<file path="src/pi1_consts.svh">
`ifndef PI1_CONSTS_SVH
`define PI1_CONSTS_SVH

// Bus widths
`define PI1_ARCHBITSZ 32
`define PI1_ADDRBITSZ 30
`define PI1_SELBITSZ 4

`define GPIOCOUNT 8
// Stretch length is 2**width - 1 cycles
`define RST_CNTR_BITSZ 4

// Window sizes in words
`define DEVTBL_MAPSZ 16
`define GPIO_MAPSZ 4
`define INVALID_MAPSZ 1024

// Device ids and interrupt use flags
`define DEVTBL_ID 7
`define GPIO_ID 6
`define INVALID_ID 0
`define DEVTBL_USEINTR 0
`define GPIO_USEINTR 1
`define INVALID_USEINTR 0

`define SOCID 3
`define DEVTBL_SOCID_OFS 14
`define DEVTBL_RSTCTRL_OFS 15
`define GPIO_OUT_OFS 0
`define GPIO_IN_OFS 1
`define SLAVECOUNT 3

`endif

</file>
<file path="src/pi1_pkg.sv">
`include "pi1_consts.svh"

package pi1_pkg;

	// Same encoding as the pi1 op lines
	typedef enum logic [1:0] {
		pi1_noop  = 2'b00,
		pi1_write = 2'b01,
		pi1_read  = 2'b10,
		pi1_rdwr  = 2'b11
	} pi1_op_e;

	typedef struct packed {
		pi1_op_e                    op;
		logic [`PI1_ADDRBITSZ-1:0] addr;
		logic [`PI1_ARCHBITSZ-1:0] data;
		logic [`PI1_SELBITSZ-1:0]  sel;
	} pi1_req_t;

	typedef struct packed {
		logic [`PI1_ARCHBITSZ-1:0] rdata;
		logic                      rdy;
	} pi1_rsp_t;

	// Slave order on the router, also the device table order
	typedef enum logic [1:0] {
		slv_devtbl  = 2'd0,
		slv_gpio    = 2'd1,
		slv_invalid = 2'd2
	} slv_idx_t;

	typedef logic [`RST_CNTR_BITSZ-1:0] rst_cntr_t;

	// Read-write is handled as a plain read
	function automatic logic op_is_read(pi1_op_e op);
		return (op == pi1_read) || (op == pi1_rdwr);
	endfunction

	function automatic logic op_is_write(pi1_op_e op);
		return op == pi1_write;
	endfunction

endpackage

</file>
<file path="src/reset_seq.sv">
`timescale 1ns/10ps
`include "pi1_consts.svh"

module reset_seq import pi1_pkg::*; (
	input  logic clk_2x_w,
	input  logic rst_p,
	input  logic rst0_i,
	input  logic rst1_i,
	output logic sys_rst_o
);

	logic      sw_warm_rst;
	logic      sw_cold_rst;
	logic      sw_pwr_off;
	rst_cntr_t rst_cntr_q;
	logic      pwr_off_q;

	// Decode of the two reset control bits
	assign sw_warm_rst = !rst0_i && rst1_i;
	// Without a global reset primitive a cold reset runs the warm sequence
	assign sw_cold_rst = rst0_i && rst1_i;
	assign sw_pwr_off  = rst0_i && !rst1_i;

	// Stretch counter, held at all ones while any reset source is active
	always_ff @(posedge clk_2x_w) begin
		if (rst_p || sw_warm_rst || sw_cold_rst) begin
			rst_cntr_q <= '1;
		end else if (rst_cntr_q != '0) begin
			rst_cntr_q <= rst_cntr_q - 1'b1;
		end
	end

	// Power-off latch, only the external reset brings the system back
	always_ff @(posedge clk_2x_w) begin
		if (rst_p) begin
			pwr_off_q <= 1'b0;
		end else if (sw_pwr_off) begin
			pwr_off_q <= 1'b1;
		end
	end

	assign sys_rst_o = (rst_cntr_q != '0) || pwr_off_q;

	// The table drops its reset request bits once the system reset is active
	a_req_cleared: assert property (@(posedge clk_2x_w)
		sys_rst_o |=> !rst0_i && !rst1_i)
		else $error("Reset request bits not cleared by the system reset");

endmodule

</file>
<file path="src/bus_router.sv">
`timescale 1ns/10ps
`include "pi1_consts.svh"

module bus_router import pi1_pkg::*; (
	input  logic                      clk_2x_w,
	input  logic                      sys_rst_i,
	input  pi1_req_t                  req_i,
	output pi1_rsp_t                  rsp_o,
	output pi1_req_t                  devtbl_req_o,
	output pi1_req_t                  gpio_req_o,
	input  logic [`PI1_ARCHBITSZ-1:0] devtbl_rdata_i,
	input  logic [`PI1_ARCHBITSZ-1:0] gpio_rdata_i
);

	// Windows follow each other from address 0
	localparam logic [`PI1_ADDRBITSZ-1:0] devtbl_base = '0;
	localparam logic [`PI1_ADDRBITSZ-1:0] gpio_base   = devtbl_base + `DEVTBL_MAPSZ;
	localparam logic [`PI1_ADDRBITSZ-1:0] gpio_end    = gpio_base + `GPIO_MAPSZ;

	slv_idx_t sel_idx;
	slv_idx_t rd_idx_q;
	logic     rdy_w;
	logic     accept_w;

	always_comb begin
		if (req_i.addr < gpio_base) begin
			sel_idx = slv_devtbl;
		end else if (req_i.addr < gpio_end) begin
			sel_idx = slv_gpio;
		end else begin
			// Everything else falls into the invalid device
			sel_idx = slv_invalid;
		end
	end

	assign rdy_w    = !sys_rst_i;
	assign accept_w = (req_i.op != pi1_noop) && rdy_w;

	// Only the selected slave sees the op, with a window-relative address
	always_comb begin
		devtbl_req_o      = req_i;
		devtbl_req_o.addr = req_i.addr - devtbl_base;
		devtbl_req_o.op   = (accept_w && sel_idx == slv_devtbl) ? req_i.op : pi1_noop;
		gpio_req_o        = req_i;
		gpio_req_o.addr   = req_i.addr - gpio_base;
		gpio_req_o.op     = (accept_w && sel_idx == slv_gpio) ? req_i.op : pi1_noop;
	end

	// Remember where the last read went so its data can be returned
	always_ff @(posedge clk_2x_w) begin
		if (sys_rst_i) begin
			rd_idx_q <= slv_invalid;
		end else if (accept_w && op_is_read(req_i.op)) begin
			rd_idx_q <= sel_idx;
		end
	end

	always_comb begin
		rsp_o.rdy = rdy_w;
		case (rd_idx_q)
			slv_devtbl: rsp_o.rdata = devtbl_rdata_i;
			slv_gpio:   rsp_o.rdata = gpio_rdata_i;
			// Invalid device reads as zero
			default:    rsp_o.rdata = '0;
		endcase
	end

	// Returned word holds until the next accepted read
	a_rdata_hold: assert property (@(posedge clk_2x_w)
		!sys_rst_i && !(accept_w && op_is_read(req_i.op)) |=> $stable(rsp_o.rdata))
		else $error("Read data changed without an accepted read");

	a_rdata_rst: assert property (@(posedge clk_2x_w)
		sys_rst_i |=> devtbl_rdata_i == '0 && gpio_rdata_i == '0)
		else $error("Slave read data not cleared by the system reset");

endmodule

</file>
<file path="src/dev_table.sv">
`timescale 1ns/10ps
`include "pi1_consts.svh"

module dev_table import pi1_pkg::*; (
	input  logic                      clk_2x_w,
	input  logic                      sys_rst_i,
	input  pi1_req_t                  req_i,
	output logic [`PI1_ARCHBITSZ-1:0] rdata_o,
	output logic                      rst0_o,
	output logic                      rst1_o
);

	// Per-slave entries in router order
	localparam logic [`PI1_ARCHBITSZ-1:0] map_sz [`SLAVECOUNT] =
		'{`DEVTBL_MAPSZ, `GPIO_MAPSZ, `INVALID_MAPSZ};
	localparam logic [15:0] dev_id [`SLAVECOUNT] =
		'{`DEVTBL_ID, `GPIO_ID, `INVALID_ID};
	localparam logic use_intr [`SLAVECOUNT] =
		'{`DEVTBL_USEINTR, `GPIO_USEINTR, `INVALID_USEINTR};

	logic [`PI1_ARCHBITSZ-1:0] tbl_word;
	logic                      rst0_q;
	logic                      rst1_q;

	always_comb begin
		tbl_word = '0;
		// Even offset holds the map size, odd offset the id and intr flag
		for (int k = 0; k < `SLAVECOUNT; k++) begin
			if (req_i.addr == 2 * k) begin
				tbl_word = map_sz[k];
			end
			if (req_i.addr == 2 * k + 1) begin
				tbl_word = {15'd0, use_intr[k], dev_id[k]};
			end
		end
		if (req_i.addr == `DEVTBL_SOCID_OFS) begin
			tbl_word = `PI1_ARCHBITSZ'(`SOCID);
		end
		if (req_i.addr == `DEVTBL_RSTCTRL_OFS) begin
			tbl_word = {30'd0, rst1_q, rst0_q};
		end
	end

	always_ff @(posedge clk_2x_w) begin
		if (sys_rst_i) begin
			rdata_o <= '0;
		end else if (op_is_read(req_i.op)) begin
			rdata_o <= tbl_word;
		end
	end

	// Reset control register, cleared by the reset it requests
	always_ff @(posedge clk_2x_w) begin
		if (sys_rst_i) begin
			rst0_q <= 1'b0;
			rst1_q <= 1'b0;
		end else if (op_is_write(req_i.op) && req_i.addr == `DEVTBL_RSTCTRL_OFS
				&& req_i.sel[0]) begin
			rst0_q <= req_i.data[0];
			rst1_q <= req_i.data[1];
		end
	end

	assign rst0_o = rst0_q;
	assign rst1_o = rst1_q;

endmodule

</file>
<file path="src/gpio_port.sv">
`timescale 1ns/10ps
`include "pi1_consts.svh"

module gpio_port import pi1_pkg::*; (
	input  logic                      clk_2x_w,
	input  logic                      sys_rst_i,
	input  pi1_req_t                  req_i,
	output logic [`PI1_ARCHBITSZ-1:0] rdata_o,
	input  logic [`GPIOCOUNT-1:0]     gp_i,
	output logic [`GPIOCOUNT-1:0]     gp_o
);

	localparam int pad_bits = `PI1_ARCHBITSZ - `GPIOCOUNT;

	logic [`GPIOCOUNT-1:0] out_q;
	logic [`GPIOCOUNT-1:0] in_meta_q;
	logic [`GPIOCOUNT-1:0] in_sync_q;

	// Output register, byte lane 0 only
	always_ff @(posedge clk_2x_w) begin
		if (sys_rst_i) begin
			out_q <= '0;
		end else if (op_is_write(req_i.op) && req_i.addr == `GPIO_OUT_OFS && req_i.sel[0]) begin
			out_q <= req_i.data[`GPIOCOUNT-1:0];
		end
	end

	// Pins are asynchronous to the bus clock
	always_ff @(posedge clk_2x_w) begin
		if (sys_rst_i) begin
			in_meta_q <= '0;
			in_sync_q <= '0;
		end else begin
			in_meta_q <= gp_i;
			in_sync_q <= in_meta_q;
		end
	end

	always_ff @(posedge clk_2x_w) begin
		if (sys_rst_i) begin
			rdata_o <= '0;
		end else if (op_is_read(req_i.op)) begin
			case (req_i.addr)
				`GPIO_OUT_OFS: rdata_o <= {{pad_bits{1'b0}}, out_q};
				`GPIO_IN_OFS:  rdata_o <= {{pad_bits{1'b0}}, in_sync_q};
				default:       rdata_o <= '0;
			endcase
		end
	end

	assign gp_o = out_q;

endmodule

</file>
<file path="src/pi1_soc.sv">
`timescale 1ns/10ps
`include "pi1_consts.svh"

module pi1_soc import pi1_pkg::*; (
	input  logic                  clk_2x_w,
	input  logic                  rst_p,
	input  pi1_req_t              req_i,
	output pi1_rsp_t              rsp_o,
	input  logic [`GPIOCOUNT-1:0] gp_i,
	output logic [`GPIOCOUNT-1:0] gp_o,
	output logic                  sys_rst_o
);

	pi1_req_t                  devtbl_req_w;
	pi1_req_t                  gpio_req_w;
	logic [`PI1_ARCHBITSZ-1:0] devtbl_rdata_w;
	logic [`PI1_ARCHBITSZ-1:0] gpio_rdata_w;
	logic                      rst0_w;
	logic                      rst1_w;

	reset_seq u_reset_seq (
		.clk_2x_w  (clk_2x_w),
		.rst_p     (rst_p),
		.rst0_i    (rst0_w),
		.rst1_i    (rst1_w),
		.sys_rst_o (sys_rst_o)
	);

	bus_router u_bus_router (
		.clk_2x_w       (clk_2x_w),
		.sys_rst_i      (sys_rst_o),
		.req_i          (req_i),
		.rsp_o          (rsp_o),
		.devtbl_req_o   (devtbl_req_w),
		.gpio_req_o     (gpio_req_w),
		.devtbl_rdata_i (devtbl_rdata_w),
		.gpio_rdata_i   (gpio_rdata_w)
	);

	dev_table u_dev_table (
		.clk_2x_w  (clk_2x_w),
		.sys_rst_i (sys_rst_o),
		.req_i     (devtbl_req_w),
		.rdata_o   (devtbl_rdata_w),
		.rst0_o    (rst0_w),
		.rst1_o    (rst1_w)
	);

	gpio_port u_gpio_port (
		.clk_2x_w  (clk_2x_w),
		.sys_rst_i (sys_rst_o),
		.req_i     (gpio_req_w),
		.rdata_o   (gpio_rdata_w),
		.gp_i      (gp_i),
		.gp_o      (gp_o)
	);

endmodule

</file>
<file path="config.mk">
export PLATFORM = sky130hd
export DESIGN_NAME = pi1_soc
export DESIGN_NICKNAME = d
export VERILOG_FILES = /design/src/pi1_pkg.sv /design/src/reset_seq.sv /design/src/bus_router.sv /design/src/dev_table.sv /design/src/gpio_port.sv /design/src/pi1_soc.sv
export VERILOG_INCLUDE_DIRS = /design/src
export SDC_FILE = /design/constraint.sdc
export NUM_CORES = 1
export LEC_CHECK = 0
export ABC_AREA = 1
export BUFFER_PORTS_ARGS = -buffer_cell sky130_fd_sc_hd__buf_4
export CORE_MARGIN = 1.5
export CORE_UTILIZATION = 50
export CTS_BUF_LIST = sky130_fd_sc_hd__clkbuf_4 sky130_fd_sc_hd__clkbuf_8 sky130_fd_sc_hd__clkbuf_16
export DETAILED_ROUTE_END_ITERATION = 10
export GPL_TIMING_DRIVEN = 0
export PLACE_DENSITY = 0.82
export SLEW_MARGIN = 5
export SYNTH_ARGS = -nofsm -noshare
export SYNTH_HDL_FRONTEND = slang
export SYNTH_SLANG_ARGS = --single-unit
</file>
<file path="constraint.sdc">
create_clock -name clk_2x_w -period 5.1 [get_ports clk_2x_w]
set_input_delay 0.51 -clock clk_2x_w [delete_from_list [all_inputs] [get_ports clk_2x_w]]
set_output_delay 0.51 -clock clk_2x_w [all_outputs]
set_load 0.02 [all_outputs]
</file>
==> impl_metrics.tcl, run 1 <==
set metrics [dict create \
    status "finished clean" \
    setup_violations 0 \
    final_util_pct 65.4 \
    cts_buffers 5 \
    syn_inst 493 \
    final_nets 671 \
    io_buffers 70 \
    syn_area_per_cell_um2 6.15 \
    cts_tree "done" \
    gp_congestion 0.912 \
    finalMaxSlewViolations 0 \
    maxSlewHeadroom_pct 65.2 \
    hold_viol 0 \
    final.setup.worst_slack_ns 2.21 \
    synthArstFlopShare_pct 0 \
    yosys_warnings 0 \
    vdd_drop_max_mv 0.150 \
    synthSimpleGateAreaFrac_pct 47.0 \
    period_share_pct 56.7 \
    critPathCaptureType "output port" \
    postCtsSetupRepairBufs 0 \
    grt_pass1_vias 2745 \
    synth_compound_area_share_pct 5.24 \
    core_area_um2 5890 \
    dp_hpwl_um 5880 \
    vias_per_cell 4.88 \
    setup_tns_ns 0 \
    synth_edf_count 0 \
    finClkSkew_ns 0.00869 \
    fin_cells 667 \
    power_density_nw_per_um2 198 \
    rows 28 \
    clk_pin_slew_ns 0.09 \
    fmax_mhz 346 \
    cts_root_buffer "clkbuf_8" \
    crit_required_ns 4.59 \
    synthXorXnorAreaFrac_pct 0.289 \
    tightest_slew_ns 0.523 \
    clock_path_buffers 2 \
    route.detailed.drc 0 \
    diodes 0 \
    placed_cells 659 \
    clk_latency_ns 0.30 \
    grt_max_degree 15 \
    num_io_pins 120 \
    leakage_nw 1.94 \
    worstHoldPathType "input pin to flop" \
    startpoint_type "flop" \
    wl_per_cell_um 10.9 \
    maxCapViolCount 0 \
    ys_seq_elements 47 \
    drt-total-wl_um 7300 \
    arrival_ns 2.38 \
    hold_buffers 0 \
    cts_resized 0 \
    ant_nets 0 \
    fin_crit_ns 2.89 \
    layout-drive-gt1-share_pct 21.5 \
    initial_core_util_pct 51.5 \
    cts.htree.levels 2 \
    grt-ovfl-total 0 \
    grt_pass1_wl_um 11600 \
    die_w_um 80.9 \
    ys_seq_area_share_pct 31.0 \
    synth.cell_area_um2 3030 \
    synth_top_family_by_area "simple AND/OR/NAND/NOR gates" \
    synthAdderAreaFrac_pct 0.825 \
    die_h_um 80.9 \
    die_area_um2 6540 \
    ys.flop_type "dfxtp_1" \
    vias 3256 \
    yosys-mux-area-fraction_pct 0 \
    grtUsageTotal_pct 22.4 \
    rsz0062_at_grt "false" \
    synthToLayoutAreaGrowth_pct 26.9 \
    antenna_found_initial 0 \
    critPathMaxFanout 10 \
    pre_cts_ws_ns 2.61 \
    crit_type "flop to output port" \
    drtIter0Drc 221 \
    fill_cells 544 \
    firstDrtPassIters 5 \
    cts_sinks 47 \
    yosysUniqueCellTypes 32 \
]
-- path summary, 6_finish.rpt --
| path | start | endpoint | slack [ns] | depth (start not counted) |
|---|---|---|---|---|
| worst max-delay path | u_reset_seq.rst_cntr_q[0] | rsp_o[0] | 2.21 | 9 |
| worst min-delay path | rst_p | u_reset_seq.pwr_off_q | 0.39 | 2 |
| worst max register to register | u_reset_seq.rst_cntr_q[0] | u_dev_table.rdata_o[1] | 2.73 | 10 |
| worst min register to register | u_gpio_port.in_meta_q[4] | u_gpio_port.in_sync_q[4] | 0.41 | 2 |
-- per-stage QoR --
stage	area (um2)	hold WS, ns	total power, W
after floorplan	3110	0.394	0.000442
after global placement	3730	0.396	0.000486
after detailed placement	3730	0.398	0.000488
after CTS	3850	0.385	0.000765
after global routing	3850	0.400	0.000792
final	3850	0.385	0.000763
-- cell usage after synthesis (2+ instances only) --
cell	n	area share [%]
nand2_1	128	16
nor2_1	96	12
inv_1	66	8.2
dfxtp_1	47	31
nand3_1	44	7.3
buf_4	23	5.7
nand4_1	22	4.5
o21ai_0	15	2.5
nor2_2	8	1.7
nor2_4	7	2.6
a21oi_1	3	0.50
clkbuf_1	3	0.37
inv_2	3	0.37
o211ai_1	3	0.74
o31ai_1	3	0.74
buf_6	2	0.74
ha_1	2	0.83
nand3b_1	2	0.50
nand4_2	2	0.83
nor3_1	2	0.33
-- worst max-delay path, stage by stage (launching register included) --
cell,delay [ns]
dfxtp_1,0.34
inv_1,0.10
ha_1,0.16
nand2_1,0.10
nor2_2,0.19
nand2_1,0.21
inv_1,0.22
clkbuf_1,0.44
buf_4,0.20
buf_4,0.13
-- layout make-up --
cell class,count,area [um2],area share (%)
Timing Repair Buffer,70,526,13.7
Buffer,29,210,5.46
Clock inverter,2,35.0,0.911
Multi-Input combinational cell,369,1700,44.2
Inverter,69,259,6.73
Clock buffer,6,82.6,2.15
Tap cell,75,93.8,2.44
Sequential cell,47,941,24.5
-- where the power goes --
| group | total, W | leakage [nW] | internal [W] | switching [W] |
|---|---|---|---|---|
| clock network | 0.000282 | 0.0612 | 0.000159 | 0.000123 |
| registers | 0.000370 | 0.379 | 0.000369 | 0.00000166 |
| logic | 0.000111 | 1.50 | 0.0000509 | 0.0000596 |
| total | 0.000763 | 1.94 | 0.000578 | 0.000185 |
-- kinds of logic (layout without fill, tap and decap cells) --
logic type | Yosys count | in the layout
and+or+nand+nor | 317 | 317
buffers and inverters | 98 | 176
DFF | 47 | 47
AOI/OAI and AO/OA | 27 | 27
adders and majority gates | 2 | 2
other | 1 | 22
xor gates and xnor gates | 1 | 1
-- registers in the layout, summed over array words and instances (netlist names) --
name	flops
u_dev_table.rst1_o	1
u_dev_table.rst0_o	1
u_bus_router.rd_idx_q	2
u_reset_seq.pwr_off_q	1
u_dev_table.rdata_o	6
u_gpio_port.in_sync_q	8
u_gpio_port.in_meta_q	8
u_gpio_port.rdata_o	8
u_gpio_port.gp_o	8
u_reset_seq.rst_cntr_q	4
-- metal layers --
metal  GRT usage [%]  wire length (um)  vias up
met3            3.93               486       11
met4            7.76                92        0
met2            38.4              3400      129
li1                -                 -     1704
met5               0                 0        -
met1            28.3              3320     1412
-- cell usage in the layout, fill, tap and decap left out, types with 3 or more instances in the layout --
cell	Yosys	final
nand2_1	128	128
nor2_1	96	96
buf_4	23	93
inv_1	66	66
dfxtp_1	47	47
nand3_1	44	44
nand4_1	22	22
conb_1	1	22
o21ai_0	15	15
nor2_2	8	8
nor2_4	7	7
clkbuf_8	0	6
clkbuf_1	3	3
inv_2	3	3
o211ai_1	3	3
a21oi_1	3	3
o31ai_1	3	3
No activity file was read; power rests on OpenSTA's default activity.
==> inputs of run 2 (changes only) <==
Settings changed: CORE_UTILIZATION 50 to 44, PLACE_DENSITY 0.82 to 0.76.
Clock period 5.1 ns to 2.3 ns, I/O delays scaled along.
==> run 2 against run 1 <==
  * Clock power up 74%
  * Largest cell class unchanged
  * Cell area up 0.23%
  * Power up 100%
  * Worst setup slack worse by 2.0 ns
  * Sequential power up 120%
==> impl_metrics.tcl, run 2 (synthesis results as in run 1) <==
set metrics [dict create \
    status "finished clean" \
    maxCapViolCount 0 \
    p_sw_share_pct 25.0 \
    period_share_pct 91.7 \
    crit_required_ns 2.07 \
    cts_buffers 5 \
    gp_congestion 0.955 \
    die_h_um 86.0 \
    comb_power_share_pct 15.8 \
    grt_pass1_wl_um 12000 \
    grt-ovfl-total 0 \
    clk_pin_slew_ns 0.08 \
    route.detailed.drc 0 \
    crit_type "flop to output port" \
    antenna_found_initial 0 \
    power_density_nw_per_um2 404 \
    cts.htree.levels 2 \
    grt_max_degree 14 \
    num_io_pins 120 \
    setup_violations 0 \
    diodes 0 \
    io_buffers 70 \
    slowest_delay_ns 0.33 \
    clock_path_buffers 2 \
    leakage_nw 1.94 \
    firstDrtPassIters 4 \
    cts_root_buffer "clkbuf_8" \
    layout_commonest_cell "nand2_1" \
    p_int_w 0.00117 \
    clk_latency_ns 0.29 \
    final_nets 671 \
    arrival_ns 1.88 \
    clockPowerShare_pct 31.5 \
    critPathMaxFanout 10 \
    grtUsageTotal_pct 19.6 \
    postCtsSetupRepairBufs 0 \
    critPathCaptureType "output port" \
    finClkSkew_ns 0.00131 \
    rows 30 \
    die_area_um2 7400 \
    fin_crit_ns 2.11 \
    cp_slowest_cell "dfxtp_1" \
    die_w_um 86.0 \
    crit_chain "inv_1 > ha_1 > nand2_1 > nor2_4 > nand2_2 > inv_2 > clkbuf_4 > buf_4 > buf_4" \
    cts_sinks 47 \
    initial_core_util_pct 45.1 \
    fmax_mhz 474 \
    p_sw_w 0.000389 \
    worstHoldPathType "input pin to flop" \
    hold_viol 0 \
    rsz0062_at_grt "false" \
    vdd_drop_max_mv 0.251 \
    placed_cells 664 \
    fin_cells 672 \
    vias_per_cell 4.71 \
    ant_nets 0 \
    cts_tree "done" \
    finalMaxSlewViolations 0 \
    vias 3168 \
    core_area_um2 6720 \
    final_cell_mix "nand2_1 (127), nor2_1 (94), buf_4 (93)" \
    drt-total-wl_um 7160 \
    synthToLayoutAreaGrowth_pct 27.2 \
    wl_per_cell_um 10.7 \
    p_seq_share_pct 52.7 \
    layout-drive-gt1-share_pct 22.5 \
    crit_top_cell "buf_4" \
    drtIter0Drc 148 \
    dp_hpwl_um 5900 \
    grt_pass1_vias 2797 \
    startpoint_type "flop" \
    whs_ns 0.136 \
]
==> run 2: area by class of cell <==
cell class | count | area [um2]
Buffer | 29 | 215
Clock buffer | 7 | 83.8
Clock inverter | 1 | 5.00
Fill cell | 669 | 2860
Inverter | 69 | 259
Multi-Input combinational cell | 369 | 1730
Sequential cell | 47 | 941
Tap cell | 80 | 100
Timing Repair Buffer | 70 | 526
==> run 2: through the flow <==
step | TNS [ns] | utilization (%) | setup WS, ns | cell area (um2) | power (W)
2_1_floorplan | 0 | - | 0.431 | 3110 | 0.000981
6_report | 0 | 57.4 | 0.191 | 3860 | 0.00156
5_1_grt | 0 | 57.4 | 0.00997 | 3860 | 0.00164
4_1_cts | -0.00314 | 57.0 | -0.00314 | 3830 | 0.00157
3_3_place_gp | 0 | 55.6 | 0.0900 | 3740 | 0.00108
3_5_place_dp | 0 | 55.6 | 0.0335 | 3740 | 0.00108
==> run 2: critical path, delay by kind of cell (launching register included) <==
family        cells  cell delay, ns
buf+inv           5            0.69
flops             1            0.33
fa+ha+maj         1            0.15
simple gates      3            0.41
==> run 2: power groups by stage <==
stage	combinational (W)	clock (W)	sequential, W
2_1_floorplan	0.000141	0	0.000839
3_3_place_gp	0.000241	0	0.000840
3_5_place_dp	0.000243	0	0.000840
4_1_cts	0.000243	0.000508	0.000821
5_1_grt	0.000271	0.000548	0.000822
6_report	0.000246	0.000490	0.000821
==> run 2: timing repair <==
action	in CTS	in global routing
endpoints found under the setup margin	1	23
resized for setup	2	9
gates cloned	0	0
hold buffers	0	0
==> run 2: final timing paths <==
kind	start	to	slack, ns	cells after the start
worst max-delay path	u_reset_seq.rst_cntr_q[0]	rsp_o[0]	0.19	9
worst min-delay path	rst_p	u_reset_seq.pwr_off_q	0.14	2
worst max register to register	u_reset_seq.rst_cntr_q[0]	u_gpio_port.gp_o[2]	0.27	11
worst min register to register	u_gpio_port.in_meta_q[6]	u_gpio_port.in_sync_q[6]	0.41	2
==> run 2: metal layers <==
metal  global-route usage [%]  routed length [um]  vias to the layer above
met4                     5.57                 106                        0
met1                     25.7                3370                     1368
met2                     33.0                3350                       81
met3                     3.66                 327                       10
met5                        0                   0                        -
li1                         -                   -                     1709
